$ cat config.mk
export PLATFORM = sky130hd
export DESIGN_NAME = cpu_top
export DESIGN_NICKNAME = d
export VERILOG_FILES = /design/src/design/cpu_pkg.sv /design/src/design/cpu_ctrl_if.sv /design/src/design/cpu_top.sv /design/src/design/cpu_writeback.sv /design/src/design/cpu_execute.sv /design/src/design/cpu_regfile.sv /design/src/design/cpu_fetch.sv /design/src/design/cpu_control.sv
export VERILOG_INCLUDE_DIRS = /design/src /design/src/design
export SDC_FILE = /design/constraint.sdc
export NUM_CORES = 1
export LEC_CHECK = 0
export BUFFER_PORTS_ARGS = -buffer_cell sky130_fd_sc_hd__buf_2
export CAP_MARGIN = 20
export CELL_PAD_IN_SITES_DETAIL_PLACEMENT = 0
export CELL_PAD_IN_SITES_GLOBAL_PLACEMENT = 2
export CORE_ASPECT_RATIO = 0.9
export CORE_MARGIN = 4
export CORE_UTILIZATION = 40
export CTS_CLUSTER_SIZE = 24
export DETAILED_ROUTE_END_ITERATION = 10
export PLACE_DENSITY = 0.8
export SETUP_SLACK_MARGIN = 0.3
export SLEW_MARGIN = 20
export SYNTH_ARGS = -nofsm -noshare
export SYNTH_HDL_FRONTEND = slang
export SYNTH_SLANG_ARGS = --single-unit
$ cat constraint.sdc
create_clock -name clk_50MHz_i -period 7.67 [get_ports clk_50MHz_i]
set_input_delay 1.9175 -clock clk_50MHz_i [delete_from_list [all_inputs] [get_ports clk_50MHz_i]]
set_output_delay 1.9175 -clock clk_50MHz_i [all_outputs]
set_load 0.01 [all_outputs]
$ cat src/design/cpu_macros.svh
`ifndef CPU_MACROS_SVH
`define CPU_MACROS_SVH

// ******************************
// widths
// ******************************
`define XLEN        16
`define NREG        8
`define REG_AW      3
`define OP_W        5
`define FN_W        2
`define IMM_W       8
`define ALU_W       3

// ******************************
// opcodes, top five bits
// ******************************
`define OP_NOP      5'b00001
`define OP_B        5'b00010
`define OP_BEQZ     5'b00100
`define OP_ADDIU    5'b01001
`define OP_LI       5'b01101
`define OP_LW       5'b10011
`define OP_SW       5'b11011
// all register-register ops, funct selects
`define OP_RR       5'b11100

// funct field of an OP_RR word
`define FN_ADDU     2'b01
`define FN_SUBU     2'b11
`define FN_AND      2'b00
`define FN_OR       2'b10

// alu operation codes
`define ALU_ADD     3'd0
`define ALU_SUB     3'd1
`define ALU_AND     3'd2
`define ALU_OR      3'd3
`define ALU_PASSB   3'd4

`endif
$ cat src/design/cpu_pkg.sv
`include "cpu_macros.svh"

package cpu_pkg;

    // one instruction word, two decodings
    // register view for OP_RR, LW and SW
    // immediate view for LI, ADDIU and the branches
    typedef union packed
    {
        struct packed
        {
            logic [`OP_W-1:0]   opcode;
            logic [`REG_AW-1:0] rx;
            logic [`REG_AW-1:0] ry;
            logic [`REG_AW-1:0] rz;
            logic [`FN_W-1:0]   funct;
        } r;
        struct packed
        {
            logic [`OP_W-1:0]   opcode;
            logic [`REG_AW-1:0] rx;
            logic [`IMM_W-1:0]  imm8;
        } i;
    } inst_u;

endpackage

$ cat src/design/cpu_ctrl_if.sv
`timescale 1ns/10ps
`include "cpu_macros.svh"

interface cpu_ctrl_if;

    import cpu_pkg::*;

    // decoded bundle from ID to EX
    logic [`ALU_W-1:0]  alu_op;
    logic               use_imm;
    logic [`XLEN-1:0]   imm;
    logic               wb_en;
    logic [`REG_AW-1:0] wb_addr;
    logic               mem_re;
    logic               mem_we;
    logic               is_beqz;
    logic               is_b;
    logic [`XLEN-1:0]   pc;
    // source register fields for forwarding
    inst_u              inst;

    modport ctrl
    (
        output alu_op, use_imm, imm, wb_en, wb_addr, mem_re, mem_we,
        output is_beqz, is_b, pc, inst
    );

    modport exe
    (
        input alu_op, use_imm, imm, wb_en, wb_addr, mem_re, mem_we,
        input is_beqz, is_b, pc, inst
    );

endinterface

$ cat src/design/cpu_top.sv
`timescale 1ns/10ps
`include "cpu_macros.svh"

module cpu_top
(
    input  logic                clk_50MHz_i,
    input  logic                rst_i,
    // instruction port
    output logic [`XLEN-1:0]    inst_addr_o,
    input  logic [`XLEN-1:0]    inst_i,
    // data port
    output logic [`XLEN-1:0]    mem_addr_o,
    output logic [`XLEN-1:0]    mem_wdata_o,
    output logic                mem_we_o,
    output logic                mem_re_o,
    input  logic [`XLEN-1:0]    mem_rdata_i,
    // retired register writes
    output logic                wb_en_o,
    output logic [`REG_AW-1:0]  wb_addr_o,
    output logic [`XLEN-1:0]    wb_data_o
);

    import cpu_pkg::*;

    inst_u              if_inst;
    logic [`XLEN-1:0]   if_pc;
    logic               stall;
    logic [`REG_AW-1:0] rd_addr_a;
    logic [`REG_AW-1:0] rd_addr_b;
    logic [`XLEN-1:0]   rdata_a;
    logic [`XLEN-1:0]   rdata_b;
    logic               ex_load;
    logic [`REG_AW-1:0] ex_dest;
    logic               branch_taken;
    logic [`XLEN-1:0]   branch_target;
    logic               em_wb_en;
    logic [`REG_AW-1:0] em_wb_addr;
    logic [`XLEN-1:0]   em_alu;

    cpu_ctrl_if ctrl_bus ();

    // ******************************
    // front end
    // ******************************
    cpu_fetch u_fetch
    (
        .clk_50MHz_i     (clk_50MHz_i),
        .rst_i           (rst_i),
        .stall_i         (stall),
        .branch_taken_i  (branch_taken),
        .branch_target_i (branch_target),
        .inst_i          (inst_i),
        .inst_addr_o     (inst_addr_o),
        .if_inst_o       (if_inst),
        .if_pc_o         (if_pc)
    );

    cpu_control u_control
    (
        .clk_50MHz_i    (clk_50MHz_i),
        .rst_i          (rst_i),
        .if_inst_i      (if_inst),
        .if_pc_i        (if_pc),
        .ex_load_i      (ex_load),
        .ex_dest_i      (ex_dest),
        .branch_taken_i (branch_taken),
        .rd_addr_a_o    (rd_addr_a),
        .rd_addr_b_o    (rd_addr_b),
        .stall_o        (stall),
        .ctrl           (ctrl_bus)
    );

    cpu_regfile u_regfile
    (
        .clk_50MHz_i (clk_50MHz_i),
        .rst_i       (rst_i),
        .rd_addr_a_i (rd_addr_a),
        .rd_addr_b_i (rd_addr_b),
        .rdata_a_o   (rdata_a),
        .rdata_b_o   (rdata_b),
        .wb_en_i     (wb_en_o),
        .wb_addr_i   (wb_addr_o),
        .wb_data_i   (wb_data_o)
    );

    // ******************************
    // back end
    // ******************************
    cpu_execute u_execute
    (
        .clk_50MHz_i     (clk_50MHz_i),
        .rst_i           (rst_i),
        .ctrl            (ctrl_bus),
        .rdata_a_i       (rdata_a),
        .rdata_b_i       (rdata_b),
        .wb_en_i         (wb_en_o),
        .wb_addr_i       (wb_addr_o),
        .wb_data_i       (wb_data_o),
        .ex_load_o       (ex_load),
        .ex_dest_o       (ex_dest),
        .branch_taken_o  (branch_taken),
        .branch_target_o (branch_target),
        .mem_addr_o      (mem_addr_o),
        .mem_wdata_o     (mem_wdata_o),
        .mem_we_o        (mem_we_o),
        .mem_re_o        (mem_re_o),
        .em_wb_en_o      (em_wb_en),
        .em_wb_addr_o    (em_wb_addr),
        .em_alu_o        (em_alu)
    );

    cpu_writeback u_writeback
    (
        .clk_50MHz_i  (clk_50MHz_i),
        .rst_i        (rst_i),
        .em_wb_en_i   (em_wb_en),
        .em_wb_addr_i (em_wb_addr),
        .em_alu_i     (em_alu),
        .mem_re_i     (mem_re_o),
        .mem_rdata_i  (mem_rdata_i),
        .wb_en_o      (wb_en_o),
        .wb_addr_o    (wb_addr_o),
        .wb_data_o    (wb_data_o)
    );

endmodule

$ cat src/design/cpu_writeback.sv
`timescale 1ns/10ps
`include "cpu_macros.svh"

module cpu_writeback
(
    input  logic                clk_50MHz_i,
    input  logic                rst_i,
    input  logic                em_wb_en_i,
    input  logic [`REG_AW-1:0]  em_wb_addr_i,
    input  logic [`XLEN-1:0]    em_alu_i,
    input  logic                mem_re_i,
    input  logic [`XLEN-1:0]    mem_rdata_i,
    output logic                wb_en_o,
    output logic [`REG_AW-1:0]  wb_addr_o,
    output logic [`XLEN-1:0]    wb_data_o
);

    logic               mw_load_q;
    logic [`XLEN-1:0]   mw_alu_q;
    logic [`XLEN-1:0]   mw_rdata_q;

    // MEM/WB strobes
    always_ff @(posedge clk_50MHz_i or negedge rst_i)
    begin
        if (!rst_i)
        begin
            wb_en_o   <= 1'b0;
            mw_load_q <= 1'b0;
        end
        else
        begin
            wb_en_o   <= em_wb_en_i;
            mw_load_q <= mem_re_i;
        end
    end

    always_ff @(posedge clk_50MHz_i)
    begin
        wb_addr_o  <= em_wb_addr_i;
        mw_alu_q   <= em_alu_i;
        mw_rdata_q <= mem_rdata_i;
    end

    // loaded word for LW, alu result otherwise
    assign wb_data_o = mw_load_q ? mw_rdata_q : mw_alu_q;

    assert property (@(posedge clk_50MHz_i) disable iff (!rst_i)
        wb_en_o |-> !$isunknown(wb_addr_o));

endmodule

$ cat src/design/cpu_execute.sv
`timescale 1ns/10ps
`include "cpu_macros.svh"

module cpu_execute
(
    input  logic                clk_50MHz_i,
    input  logic                rst_i,
    cpu_ctrl_if.exe             ctrl,
    input  logic [`XLEN-1:0]    rdata_a_i,
    input  logic [`XLEN-1:0]    rdata_b_i,
    input  logic                wb_en_i,
    input  logic [`REG_AW-1:0]  wb_addr_i,
    input  logic [`XLEN-1:0]    wb_data_i,
    output logic                ex_load_o,
    output logic [`REG_AW-1:0]  ex_dest_o,
    output logic                branch_taken_o,
    output logic [`XLEN-1:0]    branch_target_o,
    output logic [`XLEN-1:0]    mem_addr_o,
    output logic [`XLEN-1:0]    mem_wdata_o,
    output logic                mem_we_o,
    output logic                mem_re_o,
    output logic                em_wb_en_o,
    output logic [`REG_AW-1:0]  em_wb_addr_o,
    output logic [`XLEN-1:0]    em_alu_o
);

    import cpu_pkg::*;

    // ID/EX strobes
    logic               ie_wb_en_q;
    logic               ie_mem_re_q;
    logic               ie_mem_we_q;
    logic               ie_is_beqz_q;
    logic               ie_is_b_q;
    // ID/EX payload
    logic [`ALU_W-1:0]  ie_alu_op_q;
    logic               ie_use_imm_q;
    logic [`XLEN-1:0]   ie_imm_q;
    logic [`REG_AW-1:0] ie_wb_addr_q;
    logic [`XLEN-1:0]   ie_pc_q;
    inst_u              ie_inst_q;
    logic [`XLEN-1:0]   ie_rdata_a_q;
    logic [`XLEN-1:0]   ie_rdata_b_q;

    logic [`XLEN-1:0]   op_a;
    logic [`XLEN-1:0]   op_b_reg;
    logic [`XLEN-1:0]   op_b;
    logic [`XLEN-1:0]   alu_y;

    // ******************************
    // ID/EX register
    // ******************************
    always_ff @(posedge clk_50MHz_i or negedge rst_i)
    begin
        if (!rst_i)
        begin
            ie_wb_en_q   <= 1'b0;
            ie_mem_re_q  <= 1'b0;
            ie_mem_we_q  <= 1'b0;
            ie_is_beqz_q <= 1'b0;
            ie_is_b_q    <= 1'b0;
        end
        else
        begin
            ie_wb_en_q   <= ctrl.wb_en;
            ie_mem_re_q  <= ctrl.mem_re;
            ie_mem_we_q  <= ctrl.mem_we;
            ie_is_beqz_q <= ctrl.is_beqz;
            ie_is_b_q    <= ctrl.is_b;
        end
    end

    always_ff @(posedge clk_50MHz_i)
    begin
        ie_alu_op_q  <= ctrl.alu_op;
        ie_use_imm_q <= ctrl.use_imm;
        ie_imm_q     <= ctrl.imm;
        ie_wb_addr_q <= ctrl.wb_addr;
        ie_pc_q      <= ctrl.pc;
        ie_inst_q    <= ctrl.inst;
        ie_rdata_a_q <= rdata_a_i;
        ie_rdata_b_q <= rdata_b_i;
    end

    // EX/MEM first unless it is a load, then MEM/WB, then regfile
    function automatic logic [`XLEN-1:0] forward
    (
        input logic [`REG_AW-1:0] src,
        input logic [`XLEN-1:0]   rf_data
    );
        if (em_wb_en_o && !mem_re_o && em_wb_addr_o == src)
            return em_alu_o;
        else if (wb_en_i && wb_addr_i == src)
            return wb_data_i;
        else
            return rf_data;
    endfunction

    always_comb
    begin
        op_a     = forward(ie_inst_q.r.rx, ie_rdata_a_q);
        op_b_reg = forward(ie_inst_q.r.ry, ie_rdata_b_q);
    end

    assign op_b = ie_use_imm_q ? ie_imm_q : op_b_reg;

    always_comb
    begin
        case (ie_alu_op_q)
            `ALU_SUB:   alu_y = op_a - op_b;
            `ALU_AND:   alu_y = op_a & op_b;
            `ALU_OR:    alu_y = op_a | op_b;
            `ALU_PASSB: alu_y = op_b;
            default:    alu_y = op_a + op_b;
        endcase
    end

    // branch resolves here, target is pc+1+imm
    assign branch_taken_o  = ie_is_b_q || (ie_is_beqz_q && op_a == '0);
    assign branch_target_o = ie_pc_q + 1'b1 + ie_imm_q;
    assign ex_load_o       = ie_mem_re_q;
    assign ex_dest_o       = ie_wb_addr_q;

    // ******************************
    // EX/MEM register
    // ******************************
    always_ff @(posedge clk_50MHz_i or negedge rst_i)
    begin
        if (!rst_i)
        begin
            em_wb_en_o <= 1'b0;
            mem_re_o   <= 1'b0;
            mem_we_o   <= 1'b0;
        end
        else
        begin
            em_wb_en_o <= ie_wb_en_q;
            mem_re_o   <= ie_mem_re_q;
            mem_we_o   <= ie_mem_we_q;
        end
    end

    always_ff @(posedge clk_50MHz_i)
    begin
        em_wb_addr_o <= ie_wb_addr_q;
        em_alu_o     <= alu_y;
        mem_addr_o   <= op_b_reg;
        mem_wdata_o  <= op_a;
    end

    // decode never yields a load that also stores
    assert property (@(posedge clk_50MHz_i) disable iff (!rst_i)
        !(mem_we_o && mem_re_o));

endmodule

$ cat src/design/cpu_regfile.sv
`timescale 1ns/10ps
`include "cpu_macros.svh"

module cpu_regfile
(
    input  logic                clk_50MHz_i,
    input  logic                rst_i,
    input  logic [`REG_AW-1:0]  rd_addr_a_i,
    input  logic [`REG_AW-1:0]  rd_addr_b_i,
    output logic [`XLEN-1:0]    rdata_a_o,
    output logic [`XLEN-1:0]    rdata_b_o,
    input  logic                wb_en_i,
    input  logic [`REG_AW-1:0]  wb_addr_i,
    input  logic [`XLEN-1:0]    wb_data_i
);

    logic [`XLEN-1:0] regs [`NREG];

    always_ff @(posedge clk_50MHz_i or negedge rst_i)
    begin
        if (!rst_i)
        begin
            for (int i = 0; i < `NREG; i++)
            begin
                regs[i] <= '0;
            end
        end
        else if (wb_en_i)
        begin
            regs[wb_addr_i] <= wb_data_i;
        end
    end

    // write in the same cycle wins over the stored value
    assign rdata_a_o = (wb_en_i && wb_addr_i == rd_addr_a_i) ? wb_data_i : regs[rd_addr_a_i];
    assign rdata_b_o = (wb_en_i && wb_addr_i == rd_addr_b_i) ? wb_data_i : regs[rd_addr_b_i];

endmodule

$ cat src/design/cpu_fetch.sv
`timescale 1ns/10ps
`include "cpu_macros.svh"

module cpu_fetch
(
    input  logic                clk_50MHz_i,
    input  logic                rst_i,
    input  logic                stall_i,
    input  logic                branch_taken_i,
    input  logic [`XLEN-1:0]    branch_target_i,
    input  logic [`XLEN-1:0]    inst_i,
    output logic [`XLEN-1:0]    inst_addr_o,
    output cpu_pkg::inst_u      if_inst_o,
    output logic [`XLEN-1:0]    if_pc_o
);

    localparam logic [`XLEN-1:0] NOP_WORD = {`OP_NOP, {(`XLEN-`OP_W){1'b0}}};

    logic [`XLEN-1:0] pc_q;

    assign inst_addr_o = pc_q;

    // pc and IF/ID
    always_ff @(posedge clk_50MHz_i or negedge rst_i)
    begin
        if (!rst_i)
        begin
            pc_q      <= '0;
            if_inst_o <= NOP_WORD;
            if_pc_o   <= '0;
        end
        else if (branch_taken_i)
        begin
            pc_q      <= branch_target_i;
            if_inst_o <= NOP_WORD;
        end
        else if (!stall_i)
        begin
            pc_q      <= pc_q + 1'b1;
            if_inst_o <= inst_i;
            if_pc_o   <= pc_q;
        end
    end

    // load-use stall from control holds the fetch address
    assert property (@(posedge clk_50MHz_i) disable iff (!rst_i)
        stall_i |=> $stable(pc_q));

endmodule

$ cat src/design/cpu_control.sv
`timescale 1ns/10ps
`include "cpu_macros.svh"

module cpu_control
(
    input  logic                clk_50MHz_i,
    input  logic                rst_i,
    input  cpu_pkg::inst_u      if_inst_i,
    input  logic [`XLEN-1:0]    if_pc_i,
    input  logic                ex_load_i,
    input  logic [`REG_AW-1:0]  ex_dest_i,
    input  logic                branch_taken_i,
    output logic [`REG_AW-1:0]  rd_addr_a_o,
    output logic [`REG_AW-1:0]  rd_addr_b_o,
    output logic                stall_o,
    cpu_ctrl_if.ctrl            ctrl
);

    logic [`OP_W-1:0]   opcode;
    logic               reads_rx;
    logic               reads_ry;
    logic               bubble;
    logic [`XLEN-1:0]   imm_sext;
    logic [`XLEN-1:0]   imm_zext;

    assign opcode      = if_inst_i.r.opcode;
    assign rd_addr_a_o = if_inst_i.r.rx;
    assign rd_addr_b_o = if_inst_i.r.ry;
    assign imm_sext    = {{(`XLEN-`IMM_W){if_inst_i.i.imm8[`IMM_W-1]}}, if_inst_i.i.imm8};
    assign imm_zext    = {{(`XLEN-`IMM_W){1'b0}}, if_inst_i.i.imm8};

    // ******************************
    // load-use hazard
    // ******************************
    // only sources the opcode really reads
    always_comb
    begin
        reads_rx = 1'b0;
        reads_ry = 1'b0;
        case (opcode)
            `OP_ADDIU, `OP_BEQZ: reads_rx = 1'b1;
            `OP_LW:              reads_ry = 1'b1;
            `OP_RR, `OP_SW:
            begin
                reads_rx = 1'b1;
                reads_ry = 1'b1;
            end
            default: ;
        endcase
    end

    assign stall_o = ex_load_i && ((reads_rx && ex_dest_i == if_inst_i.r.rx) ||
                                   (reads_ry && ex_dest_i == if_inst_i.r.ry));
    assign bubble  = stall_o || branch_taken_i;

    // ******************************
    // decode
    // ******************************
    always_comb
    begin
        ctrl.alu_op  = `ALU_ADD;
        ctrl.use_imm = 1'b0;
        ctrl.imm     = imm_sext;
        ctrl.wb_en   = 1'b0;
        ctrl.wb_addr = if_inst_i.r.rx;
        ctrl.mem_re  = 1'b0;
        ctrl.mem_we  = 1'b0;
        ctrl.is_beqz = 1'b0;
        ctrl.is_b    = 1'b0;
        ctrl.pc      = if_pc_i;
        ctrl.inst    = if_inst_i;
        case (opcode)
            `OP_LI:
            begin
                ctrl.alu_op  = `ALU_PASSB;
                ctrl.use_imm = 1'b1;
                ctrl.imm     = imm_zext;
                ctrl.wb_en   = 1'b1;
            end
            `OP_ADDIU:
            begin
                ctrl.use_imm = 1'b1;
                ctrl.wb_en   = 1'b1;
            end
            `OP_RR:
            begin
                ctrl.wb_en   = 1'b1;
                ctrl.wb_addr = if_inst_i.r.rz;
                case (if_inst_i.r.funct)
                    `FN_SUBU: ctrl.alu_op = `ALU_SUB;
                    `FN_AND:  ctrl.alu_op = `ALU_AND;
                    `FN_OR:   ctrl.alu_op = `ALU_OR;
                    default:  ctrl.alu_op = `ALU_ADD;
                endcase
            end
            `OP_LW:
            begin
                ctrl.wb_en  = 1'b1;
                ctrl.mem_re = 1'b1;
            end
            `OP_SW:   ctrl.mem_we  = 1'b1;
            `OP_BEQZ: ctrl.is_beqz = 1'b1;
            `OP_B:    ctrl.is_b    = 1'b1;
            // NOP and undefined opcodes fall through
            default: ;
        endcase

        // squash on stall or taken branch
        if (bubble)
        begin
            ctrl.wb_en   = 1'b0;
            ctrl.mem_re  = 1'b0;
            ctrl.mem_we  = 1'b0;
            ctrl.is_beqz = 1'b0;
            ctrl.is_b    = 1'b0;
        end
    end

    // a load in EX is never a branch, so no double squash
    assert property (@(posedge clk_50MHz_i) disable iff (!rst_i)
        !(stall_o && branch_taken_i));

endmodule

Word level (Yosys, flattened, before mapping)
Cells that the tools add are included.

$add $sub $neg: 5. $lt $le $gt $ge: 4. Equal/unequal tests: 22. Muxes and demuxes: 38. Bitwise operators: 7. Reductions and logical operators: 23.

Operator list (number): two-way mux 16 bit (17); bitwise mux 128 bit (1); binary-select mux 16 bit (select 3 bit) (2); one-hot mux 16 bit (4 select lines) (1); demux 16 bit (select 3 bit) (1); adder 16 x 1 -> 16 bit, second input constant (2); adder 16 bit (2); equality test 3 bit (8); AND 16 bit (1); zero test 16 bit (1); bitwise OR 16 bit (1); subtractor 16 bit (1); equality test 5 bit, second input constant (3); two-way mux 1 bit (13); >= comparator 4 bit, second input constant (3); logical AND 1 bit (12); NOT 3 -> 4 bit (3); equality test 5 x 4 -> 1 bit, second input constant (2); OR reduction 4 bit (2); equality test 3 x 2 -> 1 bit, second input constant (2); one-hot mux 2 bit (3 select lines) (1); one-hot mux 3 bit (2 select lines) (1); equality test 5 x 2 -> 1 bit, second input constant (1); equality test 5 x 3 -> 1 bit, second input constant (1); other kinds (13) (17).

Register bits after elaboration: 347. Input bits: 34. Output and inout bits: 70. Logic and storage cells: 136.

Depth between registers and ports, before layout
Gate-level depths: netlist of the first run.

Depth after elaboration: 9. Gate-level depth with buffers: 21. Gate-level depth less buffers: 19.

By module
Synthesis of the first run repeated with hierarchy kept, for this count alone.

Cells, all modules: 1409. Area total of the unflattened synthesis: 17548.1 µm².

By module, submodules not included: cpu_regfile (times used 1, cells an instance 452, area each 7508.5 µm², seq. area each 3203.1 µm²); cpu_execute (times used 1, cells an instance 621, area each 6165.9 µm², seq. area each 2762.6 µm²); cpu_fetch (times used 1, cells an instance 182, area each 2124.5 µm², seq. area each 1202.4 µm²); cpu_writeback (times used 1, cells an instance 55, area each 999.7 µm², seq. area each 750.7 µm²); cpu_control (times used 1, cells an instance 99, area each 749.5 µm², seq. area each 0.0 µm²).

Least setup slack after synthesis of the first run
No wires, ideal clock.

Kind: flip-flop to flip-flop. Start: reg u_writeback.wb_addr_o[2]. End: reg u_execute.em_alu_o[15]. Library setup time: 132 ps. Data arrival time: 4355 ps. Required time: 7538 ps. Slack: 3184 ps. Cell stages (with the launch flop): 19. Buffers on the path: 2. Clock period less this slack: 4486 ps. Cell sequence: dfxtp_1 -> buf_6 -> xnor2_1 -> and4_4 -> buf_6 -> mux2_4 -> a221o_1 -> or4_4 -> o31ai_1 -> xor2_1 -> ha_1 -> and2_1 -> a31o_2 -> a41oi_1 -> a21oi_1 -> a31o_2 -> a31oi_1 -> xnor2_1 -> a31oi_1.

Word-level cells in the longest chain between the ends: 7. Elaborated cells between the ends (all ways): 14. Classes of those cells: add/sub: 2; eq/ne: 2; mux: 6; bitwise: 2; reduce/logical: 2.

Ends and longest elaborated chain: start, declared (line cpu_writeback.sv:14) `` output logic [`REG_AW-1:0] wb_addr_o, ``; start signal, assigned (line cpu_writeback.sv:39) `wb_addr_o <= em_wb_addr_i;`; equality test 3 bit (line cpu_execute.sv:93) `else if (wb_en_i && wb_addr_i == src)`; logical AND 1 bit (line cpu_execute.sv:93); two-way mux 16 bit (line cpu_execute.sv:93); two-way mux 16 bit (line cpu_execute.sv:91) `if (em_wb_en_o && !mem_re_o && em_wb_addr_o == src)`; two-way mux 16 bit (line cpu_execute.sv:105) `assign op_b = ie_use_imm_q ? ie_imm_q : op_b_reg;`; adder 16 bit (tied with other cells) (line cpu_execute.sv:114) `default: alu_y = op_a + op_b;`; one-hot mux 16 bit (4 select lines) * (line cpu_execute.sv:109) `case (ie_alu_op_q)`; named net u_execute.alu_y[15] (line cpu_execute.sv:48) `` logic [`XLEN-1:0] alu_y; ``; end signal, assigned (line cpu_execute.sv:146) `em_alu_o <= alu_y;`; end, declared (line cpu_execute.sv:24) `` output logic [`XLEN-1:0] em_alu_o ``.

Mark *: on every way through the listed nets, which the timed path passes. The rest lies on a longest branch. A chain may end at the register's enable or synchronous reset.

Final worst setup path of the first run
Start: reg u_writeback.mw_load_q. End: reg u_execute.em_alu_o[14].

Word-level cells in the longest chain between the ends: 6. Elaborated cells between the ends (all ways): 11. Classes of those cells: add/sub: 2; mux: 7; bitwise: 2.

Ends and longest elaborated chain: start, declared (line cpu_writeback.sv:18) `logic mw_load_q;`; start signal, assigned (line cpu_writeback.sv:33) `mw_load_q <= mem_re_i;`; two-way mux 16 bit * (line cpu_writeback.sv:45) `assign wb_data_o = mw_load_q ? mw_rdata_q : mw_alu_q;`; two-way mux 16 bit (line cpu_execute.sv:93); two-way mux 16 bit (line cpu_execute.sv:91); two-way mux 16 bit (line cpu_execute.sv:105); adder 16 bit (tied with other cells) (line cpu_execute.sv:114); one-hot mux 16 bit (4 select lines) * (line cpu_execute.sv:109); named net u_execute.alu_y[14] (line cpu_execute.sv:48).

Marked as above.

==> key figures, run 1 <==
Synthesis
  – Library cells used by synthesis: 67
  – Synth top cells by count: 185 x dfrtp_1, 168 x nor2_1, 156 x a21oi_1
  – Gate Count Post-Synth: 1526
  – Largest cells by area after synthesis: dfrtp_1 29%, dfxtp_1 19%, mux4_2 9.1%, a21oi_1 4.9%, mux2i_1 4.0%
  – Avg Inst Size Synth: 10.4 um^2
  – Top-count cell post-synth: dfrtp_1
  – Synthesized cell area: 0.0159 mm^2
  – Ys async rst share: 54.9%
  – Ys flop type: dfrtp_1
  – Post-synth EDFFs: 0
  – Yosys top cell by area: dfrtp_1
  – Synthesized flop and latch total: 339
  – Register area share after synthesis: 48.5%
  – Synth warnings: 0
  – Top-area cell type share of the netlist area: 29.1%
  – Syn nets: 1596

Power and ir drop
  – Cell Pwr Density: around 430 mW/mm^2
  – Overall Power: 7.87 mW
  – VDD IR max: 0.167 mV
  – LEAKAGE: ~7.9 nW

Placement
  – HPWL after DPL: 31800 um
  – Placer Congestion: between 0.8 and 0.9
  – I/O Buffers: 103
  – Dpl cells: 2099

Route
  – Routed Antenna Nets: 0
  – DRC: 0
  – Via/cell ratio: 5.44
  – Wirelength, routed: 46600 um
  – Pre-antenna DRT Iters: 5
  – DR WL/cell: 21.5 um
  – 1st-iter DRT viols: 863
  – Total number of vias: 11800

GRT
  – Antenna violations before repair: 0
  – Vias in the first global route: 12000
  – Overflow after GRT: 0
  – Gr usage total: 21.8%
  – First-pass GRT wire length: a little over 70000 um
  – Largest net degree at the start of global routing: 124

Layout
  – Post-Layout Cell Count: around 2200
  – Proportion of layout cells with a drive suffix above 1: 19.7%
  – Layout area overhead: 14.6%
  – Ant diodes: 0
  – Nets: 1678

STA
  – Min cycle time layout: 5.61 ns
  – Final setup fails: 0
  – Max Freq: 0.178 GHz
  – Layout Skew: 0.0189 ns
  – RSZ-0062 raised after global routing: no
  – Worst Max-Slew Pin Slew: roughly 1.1 ns
  – Final Hold Fails: 0
  – Setup_tns: 0 ns
  – Final Max Slew Viols: 0
  – Tcrit/Tclk final: 73.1%
  – Slew HR: 29.2%

Setup path
  – Crit path max fanout: 16
  – Worst Setup End Kind: flop
  – WP data required: 8.09 ns
  – WP data arrival: 6.03 ns
  – FF-to-FF setup slack: between 2 and 2.5 ns
  – Worst reg2reg path endpoint: u_execute.em_alu_o[14]$_DFF_P_
  – FF-to-FF path depth: 18
  – FF-to-FF Start: u_writeback.mw_load_q$_DFF_PN0_
  – Crit path to: u_execute.em_alu_o[14]$_DFF_P_
  – Startpoint Class: flop
  – WS Path Type: reg2reg
  – Worst Setup SP: u_writeback.mw_load_q$_DFF_PN0_

Run status
  – Outcome: completed

Floorplan
  – Die Height: 197 um
  – Die Wd: 218 um
  – Total die area: 0.0431 mm^2
  – Rows: 69
  – Initial Utilization: 40.4%
  – Core area: 0.0394 mm^2
  – Top Ports: 104

Clocking
  – H-tree Lvls: 2
  – Clock Pin Slew Worst Setup and Hold Paths: 0.06 ns
  – Root buffer cell: clkbuf_16
  – Clock Latency Late Sink: 0.54 ns
  – Cts repair resizes: 0
  – Hold-fix buffers, CTS: 0
  – Num CTS Buffers: 38
  – Max Root-Sink Buffers: 3
  – TritonCTS clock tree: done
  – Post-CTS Setup Bufs: 0
  – CTS Sinks: 339

Min path
  – Path type of the worst min-delay path: reg2reg

Job
  – Max-Cap Viols: 0
## area by class of cell
type,count,area [um^2]
timing repair buffer,134,762
fill,3767,21100
inverter,38,143
tap,532,666
clock inverter,16,133
multi-input combinational,1057,7730
clock buffer,54,1100
sequential,339,7720
## layout by cell type, fill, tap and decap left out, types with 30 or more instances in the layout
master / count
o21ai_0: 121
inv_1: 36
ha_1: 34
dfrtp_1: 182
clkbuf_16: 38
dfxtp_1: 153
buf_2: 102
a21oi_1: 156
mux2_2: 31
xnor2_1: 48
mux4_2: 64
buf_4: 30
nor2_1: 168
nand2_1: 134
mux2i_1: 63
xor2_1: 33
## how the worst min path moves through the flow
stage / start / to / slack [ns] / depth (start not counted)
finish: u_execute.ie_wb_en_q$_DFF_PN0_ / u_execute.em_wb_en_o$_DFF_PN0_ / 0.35 / 0
global route: u_execute.ie_mem_we_q$_DFF_PN0_ / u_execute.mem_we_o$_DFF_PN0_ / 0.36 / 0
CTS: u_execute.ie_wb_en_q$_DFF_PN0_ / u_execute.em_wb_en_o$_DFF_PN0_ / 0.35 / 0
detailed placement: u_execute.ie_mem_we_q$_DFF_PN0_ / u_execute.mem_we_o$_DFF_PN0_ / 0.34 / 0
global placement: u_execute.ie_wb_en_q$_DFF_PN0_ / u_execute.em_wb_en_o$_DFF_PN0_ / 0.34 / 0
floorplan: u_execute.ie_wb_en_q$_DFF_PN0_ / u_execute.em_wb_en_o$_DFF_PN0_ / 0.33 / 0
## registers in the layout, summed over array words and instances (netlist names), 3 cells and up
name and count:
u_writeback.wb_addr_o 3, u_execute.mem_wdata_o 16, u_execute.ie_pc_q 16, u_execute.ie_rdata_a_q 16, u_execute.mem_addr_o 16, u_fetch.inst_addr_o 16, u_writeback.mw_rdata_q 16, u_fetch.if_inst_o 16
u_execute.em_alu_o 16, u_execute.ie_rdata_b_q 16, u_execute.ex_dest_o 3, u_execute.ie_inst_q 11, u_writeback.mw_alu_q 16, u_execute.em_wb_addr_o 3, u_fetch.if_pc_o 16, u_execute.ie_alu_op_q 3
u_regfile.regs 128
## cell families (layout without fill, tap and decap cells)
family / Yosys count / in the layout / share of synthesized area, %
flip-flops: 339 / 339 / 48.5
buffers and inverters: 130 / 242 / 3.28
AO/OA/AOI/OAI: 368 / 368 / 13.1
multiplexers: 165 / 165 / 16.0
AND/OR/NAND/NOR: 393 / 393 / 10.9
XOR/XNOR: 81 / 81 / 4.46
adder cells (fa/ha/maj): 50 / 50 / 3.80
## per-layer routing
metal  track usage (%)  share of wire, %  wire [um]
met5                 0                 0          0
met4              6.58               2.8       1330
met3              3.46               5.4       2500
met2              34.4                45      21100
met1              31.4                47      21700
## where the power goes
part           switching, mW  internal [mW]  leakage, nW
Clock                  0.746           1.04        0.611
Sequential             0.454           2.48         3.62
Combinational           1.73           1.42         3.69
## through the flow
stage                     utilization, %  hold WS [ns]  area (um^2)  worst slack [ns]
final                               46.4         0.350        18300              2.06
after global routing                46.4         0.364        18300              1.66
after CTS                           46.3         0.350        18200              1.81
after detailed placement            43.2         0.336        17000              1.84
after global placement              43.2         0.336        17000              1.91
after floorplan                        -         0.331        15900              3.18
## critical path: stages (launching register included)
cell and delay [ns]:
dfrtp_2 0.77, mux2i_1 0.75, inv_1 0.19, mux2_2 0.33, a221oi_1 0.61, ha_1 0.30
nor2_1 0.07, xnor2_1 0.12, ha_1 0.33, nor2b_1 0.16, o21a_1 0.19, o21ai_0 0.26
a21oi_1 0.15, o2111ai_1 0.37, a311oi_1 0.18, o21a_1 0.23, or3_1 0.31, o211ai_1 0.09
nand2_1 0.06
(Power assumes the default switching activity.)
==> run 2, diff against run 1 <==
ABC_AREA = 1   (was default)
CORE_UTILIZATION = 36   (was 40)
clock period = 5.44 ns   (was 7.67 ns; I/O delays follow)
==> key figures, run 2 <==
Clocking
  – Max Root-Sink Buffers: 3
  – TritonCTS clock tree: done
  – CTS Sinks: 339
  – Cts repair resizes: 0
  – Clock Latency Late Sink: about 0.56 ns
  – Post-CTS Setup Bufs: 0
  – Clock Pin Slew Worst Setup and Hold Paths: 0.06 ns
  – H-tree Lvls: 2
  – Hold-fix buffers, CTS: 0
  – Num CTS Buffers: 39
  – Root buffer cell: clkbuf_16

STA
  – Slew HR: 31.6%
  – Final Hold Fails: 0
  – Worst Max-Slew Pin Slew: 1.02 ns
  – Tcrit/Tclk final: 83.2%
  – Setup_tns: 0 ns
  – Max Freq: between 0.2 and 0.25 GHz
  – Final setup fails: 0
  – Final Max Slew Viols: 0
  – RSZ-0062 raised after global routing: no
  – Hold_ws: 0.351 ns
  – Min cycle time layout: 4.52 ns
  – Layout Skew: 0.0146 ns

Route
  – 1st-iter DRT viols: 1082
  – Wirelength, routed: 56700 um
  – DR WL/cell: 20.0 um
  – Total number of vias: 14700
  – Pre-antenna DRT Iters: 8
  – Routed Antenna Nets: 0
  – Via/cell ratio: about 5.2
  – DRC: 0

Placement
  – Placed inst area: 0.0176 mm^2
  – HPWL after DPL: between 30000 and 40000 um
  – Dpl cells: 2766
  – I/O Buffers: 103
  – Placer Congestion: 0.854

Synthesis
  – Post-synth EDFFs: 0
  – Gate Count Post-Synth: 2142
  – Syn nets: 2212
  – Avg Inst Size Synth: 7.70 um^2
  – Largest cells by area after synthesis: dfrtp_1 28%, dfxtp_1 19%, a21oi_1 9.9%, nand2_1 8.4%, o21ai_0 8.3%
  – Library cells used by synthesis: 52
  – Synthesized cell area: about 0.016 mm^2
  – Top-count cell post-synth: nand2_1
  – Synthesized flop and latch total: 339
  – Synth warnings: 0
  – Ys async rst share: 54.9%
  – Ys flop type: dfrtp_1
  – Synth top cells by count: 369 x nand2_1, 325 x a21oi_1, 274 x o21ai_0
  – Yosys top cell by area: dfrtp_1
  – Top-area cell type share of the netlist area: 28.1%
  – Register area share after synthesis: 46.8%

GRT
  – Antenna violations before repair: 1
  – Vias in the first global route: ~14000
  – Overflow after GRT: 0
  – Gr usage total: 22.9%
  – Largest net degree at the start of global routing: 103
  – First-pass GRT wire length: 87200 um

Floorplan
  – Total die area: 0.0493 mm^2
  – Rows: 74
  – Top Ports: 104
  – Die Wd: 234 um
  – Die Height: roughly 210 um
  – Initial Utilization: a little over a third
  – Core area: around 0.045 mm^2

Min path
  – Path type of the worst min-delay path: reg2reg

Layout
  – Biggest register: u_regfile.regs
  – Commonest non-fill, non-tap cells in the layout: 369 x nand2_1, 325 x a21oi_1, 271 x o21ai_0, 201 x inv_1, 183 x dfrtp_1
  – Max FFs per register: 128
  – Proportion of layout cells with a drive suffix above 1: 11.4%
  – Reg area: 0.00772 mm^2
  – Post-Layout Cell Count: 2837
  – Area of the multi-input gates: 0.00750 mm^2
  – Final Cell Area: about 0.019 mm^2
  – Fillers: 4693
  – Commonest non-fill, non-tap cell in the layout: nand2_1
  – Layout area overhead: 15.1%
  – Post-route core utilization: 41.8%
  – Nets: 2269
  – Ant diodes: 0

Power and ir drop
  – LEAKAGE: ~8.8 nW
  – VDD IR max: 0.378 mV
  – Cell Pwr Density: about 540 mW/mm^2

Setup path
  – WP data arrival: approximately 5 ns
  – CP peak stage delay: 0.46 ns
  – Worst Setup End Kind: flop
  – Crit path top cell by count: nand2_1
  – WS Path Type: reg2reg
  – Startpoint Class: flop
  – CP top delay family: simple AND/OR/NAND/NOR gates
  – Crit path max fanout: 17
  – Buf/Inv on CP: 6
  – WP data required: 5.94 ns
  – Critical-path top delay cell: dfxtp_1

Job
  – Max-Cap Viols: 0

Run status
  – Outcome: completed
-- run 2: cell type report --
type	count	area share (%)
flip-flops and latches	339	40.7
multi-input cells	1467	39.5
clock buffers	54	6.09
inverters	217	4.30
repair buffers	135	4.09
well taps	608	4.01
clock inverters	17	1.30
-- run 2: logic make-up (layout without fill, tap and decap cells) --
group / after synthesis / count (layout) / share of synthesized area [%]
flops: 339 / 339 / 46.8
compound gates: 696 / 696 / 22.2
xor+xnor: 50 / 50 / 2.65
fa+ha+maj: 36 / 36 / 2.82
buf+inv: 336 / 423 / 8.11
simple gates: 685 / 685 / 17.4
-- run 2: metrics by stage --
step | power, mW | worst slack [ns]
after global placement | 7.38 | 1.02
final | 10.3 | 0.915
after global routing | 11.0 | 0.359
after detailed placement | 7.41 | 0.965
after floorplan | 6.14 | 1.62
after CTS | 10.3 | 0.938
-- run 2: final timing paths --
kind / startpoint / to / slack, ns / cells past startpoint
min in group asynchronous: rst_i / u_regfile.regs[46]$_DFFE_PN0P_ / 0.91 / 1
max in group asynchronous: rst_i / u_regfile.regs[84]$_DFFE_PN0P_ / 3.55 / 2
min: u_execute.ie_mem_we_q$_DFF_PN0_ / u_execute.mem_we_o$_DFF_PN0_ / 0.35 / 0
min reg2reg: u_execute.ie_mem_we_q$_DFF_PN0_ / u_execute.mem_we_o$_DFF_PN0_ / 0.35 / 0
max: u_writeback.wb_addr_o[1]$_DFF_P_ / u_execute.em_alu_o[12]$_DFF_P_ / 0.92 / 32
max reg2reg: u_writeback.wb_addr_o[1]$_DFF_P_ / u_execute.em_alu_o[12]$_DFF_P_ / 0.92 / 32
-- run 2: metal layers --
layer	part of all wire, %	GRT usage (%)
met1	47	32.7
met2	46	36.7
met3	5.8	3.88
met4	1.7	4.94
met5	0	0
-- run 2: report_power, final --
group	switching (mW)	internal, mW
Combinational	2.23	1.23
Sequential	0.527	3.39
Clock	1.10	1.78
==> run 3, diff against run 2 <==
CORE_UTILIZATION = 33   (was 36)
PLACE_DENSITY = 0.77   (was 0.8)
clock period = 3.8 ns   (was 5.44 ns; I/O delays follow)
==> key figures, run 3 (synthesis results as in run 2) <==
Run status
  – Outcome: completed

Placement
  – I/O Buffers: 103
  – Placer Congestion: 0.888
  – HPWL after DPL: ~40000 um

Setup path
  – Worst Setup End Kind: flop
  – Startpoint Class: flop
  – Crit path max fanout: 7
  – WS Path Type: reg2reg
  – WP data required: 4.26 ns
  – WP data arrival: about 4 ns

Floorplan
  – Top Ports: 104
  – Rows: 77
  – Die Wd: 244 um
  – Initial Utilization: between 30% and 40%
  – Die Height: 220 um
  – Core area: 0.0493 mm^2
  – Total die area: 0.0536 mm^2

STA
  – Hold_ws: around 0.36 ns
  – Final setup fails: 0
  – Slew HR: 30.1%
  – Final Max Slew Viols: 0
  – Min cycle time layout: about 3.6 ns
  – Final Hold Fails: 0
  – Worst Max-Slew Pin Slew: 1.05 ns
  – Max Freq: 0.281 GHz
  – Tcrit/Tclk final: 93.5%
  – RSZ-0062 raised after global routing: yes
  – Layout Skew: 0.0218 ns

Route
  – Via/cell ratio: 5.04
  – Wirelength, routed: 59100 um
  – Total number of vias: between 15000 and 20000
  – Pre-antenna DRT Iters: 5
  – Routed Antenna Nets: 0
  – 1st-iter DRT viols: 1349
  – DR WL/cell: approximately 20 um
  – DRC: 0

Clocking
  – Clock Latency Late Sink: 0.57 ns
  – CTS Sinks: approximately 340
  – H-tree Lvls: 2
  – Num CTS Buffers: 41
  – Clock Pin Slew Worst Setup and Hold Paths: 0.06 ns
  – TritonCTS clock tree: done
  – Max Root-Sink Buffers: 3
  – Root buffer cell: clkbuf_16

Layout
  – Layout area overhead: 22.4%
  – Biggest register: u_regfile.regs
  – Nets: around 2400
  – Max FFs per register: 128
  – Proportion of layout cells with a drive suffix above 1: about a fifth
  – Fillers: 5096
  – Post-route core utilization: 40.9%
  – Commonest non-fill, non-tap cells in the layout: 349 x nand2_1, 315 x a21oi_1, 259 x o21ai_0, 189 x inv_1, 183 x dfrtp_1
  – Ant diodes: 0
  – Commonest non-fill, non-tap cell in the layout: nand2_1

GRT
  – Largest net degree at the start of global routing: 65
  – Gr usage total: 21.7%
  – Antenna violations before repair: 0
  – Vias in the first global route: around 15000
  – First-pass GRT wire length: 90200 um
  – Overflow after GRT: 0

Min path
  – Path type of the worst min-delay path: reg2reg

Power and ir drop
  – VDD IR max: 0.445 mV
  – LEAKAGE: 9.33 nW
  – Cell Pwr Density: approximately 750 mW/mm^2

Job
  – Max-Cap Viols: 0
[run 3: cell count changes in the layout (fill, tap and decap cells not counted), sizes merged]
cell / previous run / this run
inv: 212 / 214
bufbuf: 0 / 1
clkinvlp: 1 / 3
buf: 134 / 230
bufinv: 6 / 1
clkinv: 15 / 18
clkbuf: 55 / 58
[run 3: repair_timing]
action                     CTS  global route
hold endpoints to repair     0             0
hold buffers                 0             0
setup endpoints to repair    8            14
resized for setup           28            82
buffers inserted            28            20
pin swaps                   25            49
cloned                       1             0
[run 3: through the flow]
stage / setup TNS (ns) / cell area, um^2 / total power, mW / setup WS (ns) / std cells
after floorplan: 0 / 16600 / 8.83 / 0.301 / 2142
after global placement: 0 / 18100 / 10.8 / 0.0959 / 2877
after detailed placement: -0.00985 / 18100 / 10.8 / -0.00985 / 2877
after CTS: 0 / 19800 / 14.9 / 0.224 / 2982
after global routing: -0.00237 / 20200 / 16.3 / -0.00237 / 3002
final: 0 / 20200 / 15.2 / 0.247 / 3002
[run 3: routing by layer]
layer / share of wire, % / GRT usage, % / wire [um] / up-vias
met5: 0 / 0 / 0 / -
met4: 2.5 / 6.10 / 1490 / 0
met3: 6.1 / 3.14 / 3630 / 83
met2: 44 / 34.4 / 26200 / 446
met1: 47 / 31.1 / 27800 / 7178
li1: - / - / - / 7432
[run 3: report_power, final]
group / internal, mW / total [mW] / switching [mW]
logic: 2.27 / 5.75 / 3.48
registers: 4.86 / 5.61 / 0.753
clock network: 2.20 / 3.83 / 1.63
total: 9.32 / 15.2 / 5.87
[run 3: worst paths after layout]
check                      slack (ns)                        endpoint                              start  cells after the start
min                              0.36  u_execute.em_wb_en_o$_DFF_PN0_     u_execute.ie_wb_en_q$_DFF_PN0_                      0
min in group asynchronous        0.38  u_regfile.regs[89]$_DFFE_PN0P_                              rst_i                      1
max reg2reg                      0.25  u_execute.em_alu_o[15]$_DFF_P_  u_execute.em_wb_addr_o[2]$_DFF_P_                     25
max in group asynchronous        2.61  u_regfile.regs[63]$_DFFE_PN0P_                              rst_i                      2
max                              0.25  u_execute.em_alu_o[15]$_DFF_P_  u_execute.em_wb_addr_o[2]$_DFF_P_                     25
min reg2reg                      0.36  u_execute.em_wb_en_o$_DFF_PN0_     u_execute.ie_wb_en_q$_DFF_PN0_                      0
[run 3: final cells by class]
cell class | instances | area [um^2] | area share [%]
Sequential cell | 339 | 7730 | 38.3
Inverter | 217 | 823 | 4.08
Multi-Input combinational cell | 1467 | 7860 | 38.9
Timing Repair Buffer | 232 | 1630 | 8.08
Clock buffer | 57 | 1150 | 5.68
Clock inverter | 19 | 161 | 0.800
Tap cell | 671 | 840 | 4.16
[run 3: critical path: stages (launching register included)]
cell and delay [ns]:
dfxtp_1 0.36, inv_1 0.07, nand2_1 0.06, nand2_1 0.05, nor2_1 0.18, nand2_4 0.13
or2_4 0.26, nand3_2 0.06, nand2_2 0.06, inv_2 0.08, ha_4 0.15, nand4_1 0.16
nor3_4 0.21, nor2_1 0.08, xnor2_1 0.13, ha_1 0.37, inv_2 0.12, o21bai_1 0.10
nand3_1 0.09, nand4_1 0.21, a21oi_2 0.22, inv_1 0.05, nand3_1 0.07, nand2_1 0.05
nand2_1 0.05, nand2_1 0.04
